<file path="src/hdl/swi_pkg.sv">
// ******************************
// Shared widths, opcode and state enums
// Wishbone, operand and character output structs
// ******************************

package swi_pkg;

  localparam int XLEN  = 32;  // Data and address width
  localparam int IMM_W = 24;  // Immediate field in IR[31:8]

  // Opcode numbering follows the Swieros table, codes not listed are illegal
  typedef enum logic [7:0] {
    HALT = 8'h00,
    ENT  = 8'h01,  // SP += imm
    JMP  = 8'h03,
    LL   = 8'h0E,  // A = mem[SP + imm]
    LI   = 8'h23,
    LBI  = 8'h3B,
    LBA  = 8'h3E,  // B = A
    SL   = 8'h40,  // mem[SP + imm] = A
    ADD  = 8'h53,
    ADDI = 8'h54,
    SUB  = 8'h56,
    SUBI = 8'h57,
    MUL  = 8'h59,
    MULI = 8'h5A,
    AND  = 8'h68,
    ANDI = 8'h69,
    OR   = 8'h6B,
    ORI  = 8'h6C,
    XOR  = 8'h6E,
    XORI = 8'h6F,
    SHL  = 8'h71,
    SHR  = 8'h74,  // Arithmetic
    SRU  = 8'h77,  // Logical
    EQ   = 8'h7A,
    NE   = 8'h7C,
    LT   = 8'h7E,  // Signed
    LTU  = 8'h7F,
    BZ   = 8'h84,
    BNZ  = 8'h86,
    BE   = 8'h88,
    BNE  = 8'h8A,
    PUTC = 8'h9A,  // Sits in the old BOUT slot
    PSHA = 8'h9D,
    POPA = 8'hA3
  } op_e;

  // Fetch runs a bus read, EXEC decodes and retires or starts a data
  // access, MEM waits on that access, HALT is never left
  typedef enum logic [1:0] {
    S_FETCH = 2'd0,
    S_EXEC  = 2'd1,
    S_MEM   = 2'd2,
    S_HALT  = 2'd3
  } state_e;

  typedef struct packed {
    logic            cyc;
    logic            stb;
    logic            we;
    logic [XLEN-1:0] adr;    // Byte address, word aligned
    logic [XLEN-1:0] dat_w;
  } wb_req_t;

  typedef struct packed {
    logic            ack;
    logic [XLEN-1:0] dat_r;  // Valid in the ack cycle
  } wb_rsp_t;

  typedef struct packed {
    op_e             op;
    logic [XLEN-1:0] a;
    logic [XLEN-1:0] operand;  // B, immediate or read data
  } alu_in_t;

  typedef struct packed {
    op_e             op;
    logic [XLEN-1:0] a;
    logic [XLEN-1:0] b;
    logic [XLEN-1:0] sp;
    logic [XLEN-1:0] pc;   // Already points past the instruction
    logic [XLEN-1:0] imm;  // Sign extended
  } addr_in_t;

  typedef struct packed {
    logic       valid;
    logic [7:0] data;
  } putc_t;

endpackage
</file>
<file path="src/hdl/swi_cpu.sv">
// ******************************
// Swieros CPU top, control with ALU
// and address unit
// ******************************
`timescale 1ns/1ps

module swi_cpu #(
  parameter logic [swi_pkg::XLEN-1:0] P_ENTRY_PC  = '0,           // Reset PC
  parameter logic [swi_pkg::XLEN-1:0] P_STACK_TOP = 32'h0000_1000  // Reset SP
) (
  input  logic              i_clk,
  input  logic              i_rst_n,
  output swi_pkg::wb_req_t  o_wb_req,
  input  swi_pkg::wb_rsp_t  i_wb_rsp,
  output swi_pkg::putc_t    o_putc,
  output logic              o_halted
);

  import swi_pkg::*;

  alu_in_t         alu_in;
  logic [XLEN-1:0] alu_result;
  addr_in_t        addr_in;
  logic [XLEN-1:0] ea;
  logic            br_taken;
  logic [XLEN-1:0] br_target;

  swi_control #(
    .P_ENTRY_PC  (P_ENTRY_PC),
    .P_STACK_TOP (P_STACK_TOP)
  ) u_control (
    .i_clk        (i_clk),
    .i_rst_n      (i_rst_n),
    .o_wb_req     (o_wb_req),
    .i_wb_rsp     (i_wb_rsp),
    .o_alu        (alu_in),
    .i_alu_result (alu_result),
    .o_addr       (addr_in),
    .i_ea         (ea),
    .i_br_taken   (br_taken),
    .i_br_target  (br_target),
    .o_putc       (o_putc),
    .o_halted     (o_halted)
  );

  // Both units settle within the EXEC cycle
  swi_alu u_alu (
    .i_alu    (alu_in),
    .o_result (alu_result)
  );

  swi_addr_unit u_addr (
    .i_addr      (addr_in),
    .o_ea        (ea),
    .o_br_taken  (br_taken),
    .o_br_target (br_target)
  );

endmodule

</file>
<file path="src/hdl/swi_control.sv">
// ******************************
// Registers, FSM, Wishbone master, decode
// and write back selection
// ******************************
`timescale 1ns/1ps

module swi_control #(
  parameter logic [swi_pkg::XLEN-1:0] P_ENTRY_PC  = '0,
  parameter logic [swi_pkg::XLEN-1:0] P_STACK_TOP = 32'h0000_1000
) (
  input  logic                      i_clk,
  input  logic                      i_rst_n,
  output swi_pkg::wb_req_t          o_wb_req,
  input  swi_pkg::wb_rsp_t          i_wb_rsp,
  output swi_pkg::alu_in_t          o_alu,
  input  logic [swi_pkg::XLEN-1:0]  i_alu_result,
  output swi_pkg::addr_in_t         o_addr,
  input  logic [swi_pkg::XLEN-1:0]  i_ea,
  input  logic                      i_br_taken,
  input  logic [swi_pkg::XLEN-1:0]  i_br_target,
  output swi_pkg::putc_t            o_putc,
  output logic                      o_halted
);

  import swi_pkg::*;

  localparam logic [XLEN-1:0] SLOT = XLEN'(8);  // Stack slot size
  localparam logic [XLEN-1:0] INSN = XLEN'(4);  // Instruction size

  state_e          state;
  logic [XLEN-1:0] reg_a;
  logic [XLEN-1:0] reg_b;
  logic [XLEN-1:0] sp;
  logic [XLEN-1:0] pc;
  logic [XLEN-1:0] ir;   // Loaded on fetch ack only

  op_e             op;
  logic [XLEN-1:0] imm;
  logic [XLEN-1:0] pc_next;
  logic [XLEN-1:0] sp_next;

  // Decode flags
  logic wr_a;
  logic wr_b;
  logic wr_sp;
  logic use_imm;
  logic is_mem;
  logic is_store;
  logic is_halt;

  assign op  = op_e'(ir[7:0]);
  assign imm = {{(XLEN-IMM_W){ir[XLEN-1]}}, ir[XLEN-1:XLEN-IMM_W]};  // Sign extend

  assign pc_next = i_br_taken ? i_br_target : pc;

  // Fetch request to a given address
  function automatic wb_req_t bus_rd(input logic [XLEN-1:0] adr);
    wb_req_t req;
    req = '{cyc: 1'b1, stb: 1'b1, we: 1'b0, adr: adr, dat_w: '0};
    return req;
  endfunction

  always_comb begin
    wr_a     = 1'b0;
    wr_b     = 1'b0;
    wr_sp    = 1'b0;
    use_imm  = 1'b0;
    is_mem   = 1'b0;
    is_store = 1'b0;
    is_halt  = 1'b0;
    sp_next  = i_ea;  // ENT and PSHA take the address unit sum
    case (op)
      ADD, SUB, AND, OR, XOR, MUL, SHL, SHR, SRU: wr_a = 1'b1;
      EQ, NE, LT, LTU:                            wr_a = 1'b1;
      ADDI, SUBI, ANDI, ORI, XORI, MULI, LI: begin
        wr_a    = 1'b1;
        use_imm = 1'b1;
      end
      LBI: begin
        wr_b    = 1'b1;
        use_imm = 1'b1;
      end
      LBA:                    wr_b = 1'b1;
      BZ, BNZ, BE, BNE, JMP: ;  // PC only, through pc_next
      PUTC:                  ;  // Strobe below
      ENT:                    wr_sp = 1'b1;
      PSHA: begin
        wr_sp    = 1'b1;
        is_mem   = 1'b1;
        is_store = 1'b1;
      end
      POPA: begin
        wr_sp   = 1'b1;
        sp_next = sp + SLOT;
        is_mem  = 1'b1;
      end
      LL:                     is_mem = 1'b1;
      SL: begin
        is_mem   = 1'b1;
        is_store = 1'b1;
      end
      HALT:                   is_halt = 1'b1;
      default:                is_halt = 1'b1;  // Illegal opcode stops too
    endcase
  end

  // Operand: read data in MEM, else immediate or B
  always_comb begin
    o_alu.op = op;
    o_alu.a  = reg_a;
    if (state == S_MEM) begin
      o_alu.operand = i_wb_rsp.dat_r;
    end else if (use_imm) begin
      o_alu.operand = imm;
    end else begin
      o_alu.operand = reg_b;
    end
  end

  assign o_addr = '{op: op, a: reg_a, b: reg_b, sp: sp, pc: pc, imm: imm};

  assign o_putc.valid = (state == S_EXEC) && (op == PUTC);  // One cycle
  assign o_putc.data  = reg_a[7:0];
  assign o_halted     = (state == S_HALT);

  always_ff @(posedge i_clk) begin
    if (!i_rst_n) begin
      state        <= S_FETCH;
      pc           <= P_ENTRY_PC;
      sp           <= P_STACK_TOP;
      reg_a        <= '0;
      reg_b        <= '0;
      o_wb_req.cyc <= 1'b0;
      o_wb_req.stb <= 1'b0;
    end else begin
      case (state)
        S_FETCH: begin
          if (!o_wb_req.cyc) begin
            o_wb_req <= bus_rd(pc);  // Bus idle, start the fetch
          end else if (i_wb_rsp.ack) begin
            o_wb_req.cyc <= 1'b0;
            o_wb_req.stb <= 1'b0;
            ir           <= i_wb_rsp.dat_r;
            pc           <= pc + INSN;
            state        <= S_EXEC;
          end
        end
        S_EXEC: begin
          if (wr_a) reg_a <= i_alu_result;
          if (wr_b) reg_b <= i_alu_result;
          if (wr_sp) sp <= sp_next;
          pc <= pc_next;
          if (is_halt) begin
            state <= S_HALT;  // No more requests
          end else if (is_mem) begin
            // Address comes from the old SP
            o_wb_req <= '{cyc: 1'b1, stb: 1'b1, we: is_store, adr: i_ea, dat_w: reg_a};
            state    <= S_MEM;
          end else begin
            o_wb_req <= bus_rd(pc_next);  // Next fetch straight away
            state    <= S_FETCH;
          end
        end
        S_MEM: begin
          if (i_wb_rsp.ack) begin
            o_wb_req.cyc <= 1'b0;
            o_wb_req.stb <= 1'b0;
            if (!is_store) reg_a <= i_alu_result;  // LL, POPA
            state <= S_FETCH;
          end
        end
        default: state <= S_HALT;
      endcase
    end
  end

endmodule

</file>
<file path="src/hdl/swi_addr_unit.sv">
// ******************************
// Stack effective address, branch condition
// and branch target
// ******************************
`timescale 1ns/1ps

module swi_addr_unit (
  input  swi_pkg::addr_in_t         i_addr,
  output logic [swi_pkg::XLEN-1:0]  o_ea,
  output logic                      o_br_taken,
  output logic [swi_pkg::XLEN-1:0]  o_br_target
);

  import swi_pkg::*;

  localparam logic [XLEN-1:0] SLOT = XLEN'(8);  // One stack slot in bytes

  logic [XLEN-1:0] sp_imm;
  logic            a_zero;

  assign sp_imm = i_addr.sp + i_addr.imm;
  assign a_zero = (i_addr.a == '0);

  // Effective address from the old SP
  // ENT also takes SP + imm as its new SP
  always_comb begin
    case (i_addr.op)
      PSHA:    o_ea = i_addr.sp - SLOT;  // Predecrement
      POPA:    o_ea = i_addr.sp;         // SP bumps after the read
      default: o_ea = sp_imm;            // LL, SL, ENT
    endcase
  end

  // PC has moved past the branch already
  assign o_br_target = i_addr.pc + i_addr.imm;

  always_comb begin
    case (i_addr.op)
      BZ:      o_br_taken = a_zero;
      BNZ:     o_br_taken = !a_zero;
      BE:      o_br_taken = (i_addr.a == i_addr.b);
      BNE:     o_br_taken = (i_addr.a != i_addr.b);
      JMP:     o_br_taken = 1'b1;  // Always
      default: o_br_taken = 1'b0;  // Not a branch
    endcase
  end

endmodule

</file>
<file path="src/hdl/swi_alu.sv">
// ******************************
// Combinational ALU: arithmetic, logic, shifts,
// compares and load/move values
// ******************************
`timescale 1ns/1ps

module swi_alu (
  input  swi_pkg::alu_in_t          i_alu,
  output logic [swi_pkg::XLEN-1:0]  o_result
);

  import swi_pkg::*;

  logic [XLEN-1:0]        opa;
  logic [XLEN-1:0]        opb;
  logic signed [XLEN-1:0] opa_s;
  logic signed [XLEN-1:0] opb_s;
  logic                   cmp;

  assign opa   = i_alu.a;
  assign opb   = i_alu.operand;
  assign opa_s = i_alu.a;        // Signed views for SHR and LT
  assign opb_s = i_alu.operand;

  // Compare flag, only one compare opcode is live at a time
  always_comb begin
    case (i_alu.op)
      EQ:      cmp = (opa == opb);
      NE:      cmp = (opa != opb);
      LT:      cmp = (opa_s < opb_s);
      LTU:     cmp = (opa < opb);
      default: cmp = 1'b0;
    endcase
  end

  always_comb begin
    case (i_alu.op)
      ADD, ADDI: o_result = opa + opb;
      SUB, SUBI: o_result = opa - opb;
      AND, ANDI: o_result = opa & opb;
      OR, ORI:   o_result = opa | opb;
      XOR, XORI: o_result = opa ^ opb;
      MUL, MULI: o_result = opa * opb;  // Low word only
      // Full shift amount, so 32 and above flush the word
      SHL:       o_result = opa << opb;
      SHR:       o_result = opa_s >>> opb;  // Sign fill
      SRU:       o_result = opa >> opb;     // Zero fill
      EQ, NE, LT, LTU: begin
        o_result = {{(XLEN-1){1'b0}}, cmp};  // 0 or 1 in bit 0
      end
      LBA:       o_result = opa;  // B takes A
      // Immediate loads and memory reads pass the operand
      LI, LBI:   o_result = opb;
      LL, POPA:  o_result = opb;  // Read data from the bus
      default:   o_result = '0;
    endcase
  end

endmodule

</file>
<file path="config.mk">
export PLATFORM = sky130hd
export DESIGN_NAME = swi_cpu
export DESIGN_NICKNAME = d
export VERILOG_FILES = /design/src/hdl/swi_pkg.sv /design/src/hdl/swi_cpu.sv /design/src/hdl/swi_control.sv /design/src/hdl/swi_addr_unit.sv /design/src/hdl/swi_alu.sv
export SDC_FILE = /design/constraint.sdc
export NUM_CORES = 2
export LEC_CHECK = 0
export CAP_MARGIN = 15
export CORE_MARGIN = 5
export CORE_UTILIZATION = 32
export DETAILED_ROUTE_END_ITERATION = 6
export DONT_BUFFER_PORTS = 1
export SYNTH_ARGS = -nofsm -noshare
export SYNTH_HDL_FRONTEND = slang
export SYNTH_SLANG_ARGS = --single-unit
</file>
<file path="constraint.sdc">
create_clock -name i_clk -period 20.4 [get_ports i_clk]
set_clock_uncertainty 0.15 [all_clocks]
set_input_delay 3.06 -clock i_clk [delete_from_list [all_inputs] [get_ports i_clk]]
set_output_delay 3.06 -clock i_clk [all_outputs]
set_load 0.01 [all_outputs]
</file>
==> metrics <==
Max-slew headroom 16.46%; most used cell, CP fa_1; unrepaired setup endpoints after global routing false; H-tree Lvls 1; NumNets Final 5588; syn nets 5755; slowest CP cell edfxtp_1; Iter 0 DRT Violations 5280; GPL Wtd Cong 1.026; starting density of the core 32.18%; DR WL/cell 28.69 µm; CTS hold repair buffers 0; cts bufs inserted 27; predominant post-synthesis flop cell dfxtp_1; first-pass GRT wire length 270.7 mm; yosys warns 0; Leakage 18.21 nW; commonest non-fill, non-tap cell in the layout nor2_1; Vias 39670; Clk pwr share 11.0%; Setup-failing EPs final 0; Psw 0.002799 W; fill count 12990; Clock transition at path regs 0.07 ns; full die area 0.1313 mm²; vias in the first global route 38190; number of routed nets with antenna violations 0; first drt pass iteration count 7; io pins 112; Core ar. 0.1235 mm²; initial antenna violation count 11; WP data arrival 11.90 ns; most frequent cells in the layout 670 x nor2_1, 501 x inv_1, 491 x nand2_1, 412 x fa_1, 367 x a21oi_1; Comb pwr share 75.3%; final wirelength 187.0 mm; biggest cell delay along the critical path 0.80 ns; Slew Limit Fails 0; root buf cell clkbuf_16; Worst Setup End Kind flop; Required @ worst endpoint 20.76 ns; # rows 129; status finished, violations left; Worst IR Drop VDD 0.00008534 V; HP Class reg -> reg; clk sink count 229; Vias/cell 6.088; Post-synth ARST share 0%; Die Width 362.4 µm; post-synthesis cell count 5020; CTS tree built; Least-Margin Pin Slew 1.242 ns; Setup Buffers After CTS 0; grt ovf 0; synth unique cells 106; Flop pwr share 13.7%; Post-synth EDFFs 97; input/output buffers 0; # DRC 28; Max Freq 0.08662 GHz; Layout Area Growth over Synthesis 7.043%; Total GRT Usage 27.56%; largest net degree at the start of global routing 83; Post-Syn Area 0.03974 mm²; sw frac 59.50%; minimum clock period 11.54 ns; period utilisation layout 56.59%; setup total negative slack 0 ns; cells taking the most area after synthesis fa_1 21%, ha_1 9.1%, edfxtp_1 7.3%; Post-CTS Resized 0; maxcap violations 0; sequential area share after synthesis 13.98%; Int Power 0.001905 W; Avg Cell Area, Syn 7.916 µm²; Synth area leader fa_1; CP Class reg -> reg; Fin. Hold Viols 0; Layout Utilization 34.45%; post-synth top area share 20.76%; layout cells sized above 1 6.360%; worst skew pair latency 0.62 ns; failing checks DRC; startpoint types flop; CP Max Fanout 38; Die H 362.4 µm; CTS max path bufs 3; HPWL after DPL 138.5 mm; Seq cells post-synth 229; Power per Cell Area 110.6 mW/mm²
-- area by class of cell --
type	instances	area, µm²	share of cell area (%)
Multi-Input combinational cell	3929	30960	72.77
Sequential cell	229	5555	13.06
Tap cell	1637	2048	4.815
Inverter	522	1961	4.609
Timing Repair Buffer	144	1091	2.565
Clock buffer	33	749.5	1.762
Clock inverter	17	161.4	0.3794
Antenna cell	6	15.01	0.03530
-- sequential cells by signal (all words and copies together) (netlist names) --
signal,cells
u_control.state,2
u_control.o_wb_req,67
u_control.ir,32
u_control.reg_a,32
u_control.pc,32
u_control.sp,32
u_control.reg_b,32
-- logic make-up after synthesis --
group / after synthesis / synth area share, %
AOI/OAI and AO/OA: 1257 / 20.82
and+or+nand+nor: 1580 / 17.43
muxes: 202 / 5.183
DFF: 229 / 13.98
adders and majority gates: 700 / 29.82
buffers and inverters: 862 / 8.486
xor gates and xnor gates: 190 / 4.276
-- path summary, 6_finish.rpt --
kind / from / end / slack, ns / cells past startpoint
worst max-delay path: u_control.ir[0] / u_control.reg_a[31] / 8.86 / 33
worst min-delay path: u_control.pc[0] / u_control.pc[0] / 0.34 / 2
worst max register to register: u_control.ir[0] / u_control.reg_a[31] / 8.86 / 33
worst min register to register: u_control.pc[0] / u_control.pc[0] / 0.34 / 2
-- critical path, delay by kind of cell, from the launching register on --
kind | cells | cell delay, ns
mux | 1 | 0.34
compound gates | 10 | 2.02
fa+ha+maj | 9 | 4.35
buf+inv | 5 | 1.34
simple gates | 7 | 1.92
xor+xnor | 1 | 0.40
flops | 1 | 0.80
-- routing by layer --
layer	global-route usage [%]	part of all wire, %	vias to the layer above
met5	0	0.0070	-
met4	14.59	6.7	2
met3	6.940	11	574
li1	-	-	16960
met2	42.29	43	2543
met1	35.78	39	19590
-- Yosys cell counts (11+ instances only) --
library cell,count
nand4_1,30
o211ai_1,30
buf_2,37
nand3_1,67
mux2i_1,172
o21a_1,23
o31ai_1,32
ha_1,288
clkinv_1,12
and2_1,16
clkbuf_1,252
a21oi_1,367
buf_4,14
nand2_1,492
edfxtp_1,97
o22ai_1,25
a221oi_1,38
nor2b_1,17
dfxtp_1,132
mux2_2,29
or4_1,11
nand2b_1,33
buf_1,32
fa_1,412
nor3_1,83
a21o_1,53
o21bai_1,36
xor2_1,79
and3_1,33
nand3b_1,11
a222oi_1,21
nor4_1,48
a22oi_1,26
xnor2_1,108
a31oi_1,52
a211oi_1,66
or3_1,24
o21ai_0,262
o21ai_1,15
nor2_1,673
inv_1,504
o2111ai_1,11
o221ai_1,49
-- stage by stage --
step / cell area (µm²) / hold slack [ns] / total power [W] / setup WS [ns] / cells
finish: 42540 / 0.3361 / 0.004704 / 8.856 / 6517
global route: 42520 / 0.3690 / 0.004920 / 8.494 / 6511
CTS: 42520 / 0.3401 / 0.004584 / 9.003 / 6511
detailed placement: 41610 / 0.3298 / 0.004046 / 8.486 / 6461
global placement: 41610 / 0.3150 / 0.004036 / 8.589 / 6460
floorplan: 39740 / 0.3033 / 0.002795 / 8.962 / 5020
-- power groups by stage --
stage               registers (W)  logic (W)  clock network, W
floorplan                0.000641    0.00215                 0
global placement         0.000653    0.00338                 0
detailed placement       0.000654    0.00339                 0
CTS                      0.000644    0.00342          0.000525
global route             0.000650    0.00373          0.000541
finish                   0.000644    0.00354          0.000518
No activity file was read; power rests on OpenSTA's default activity.
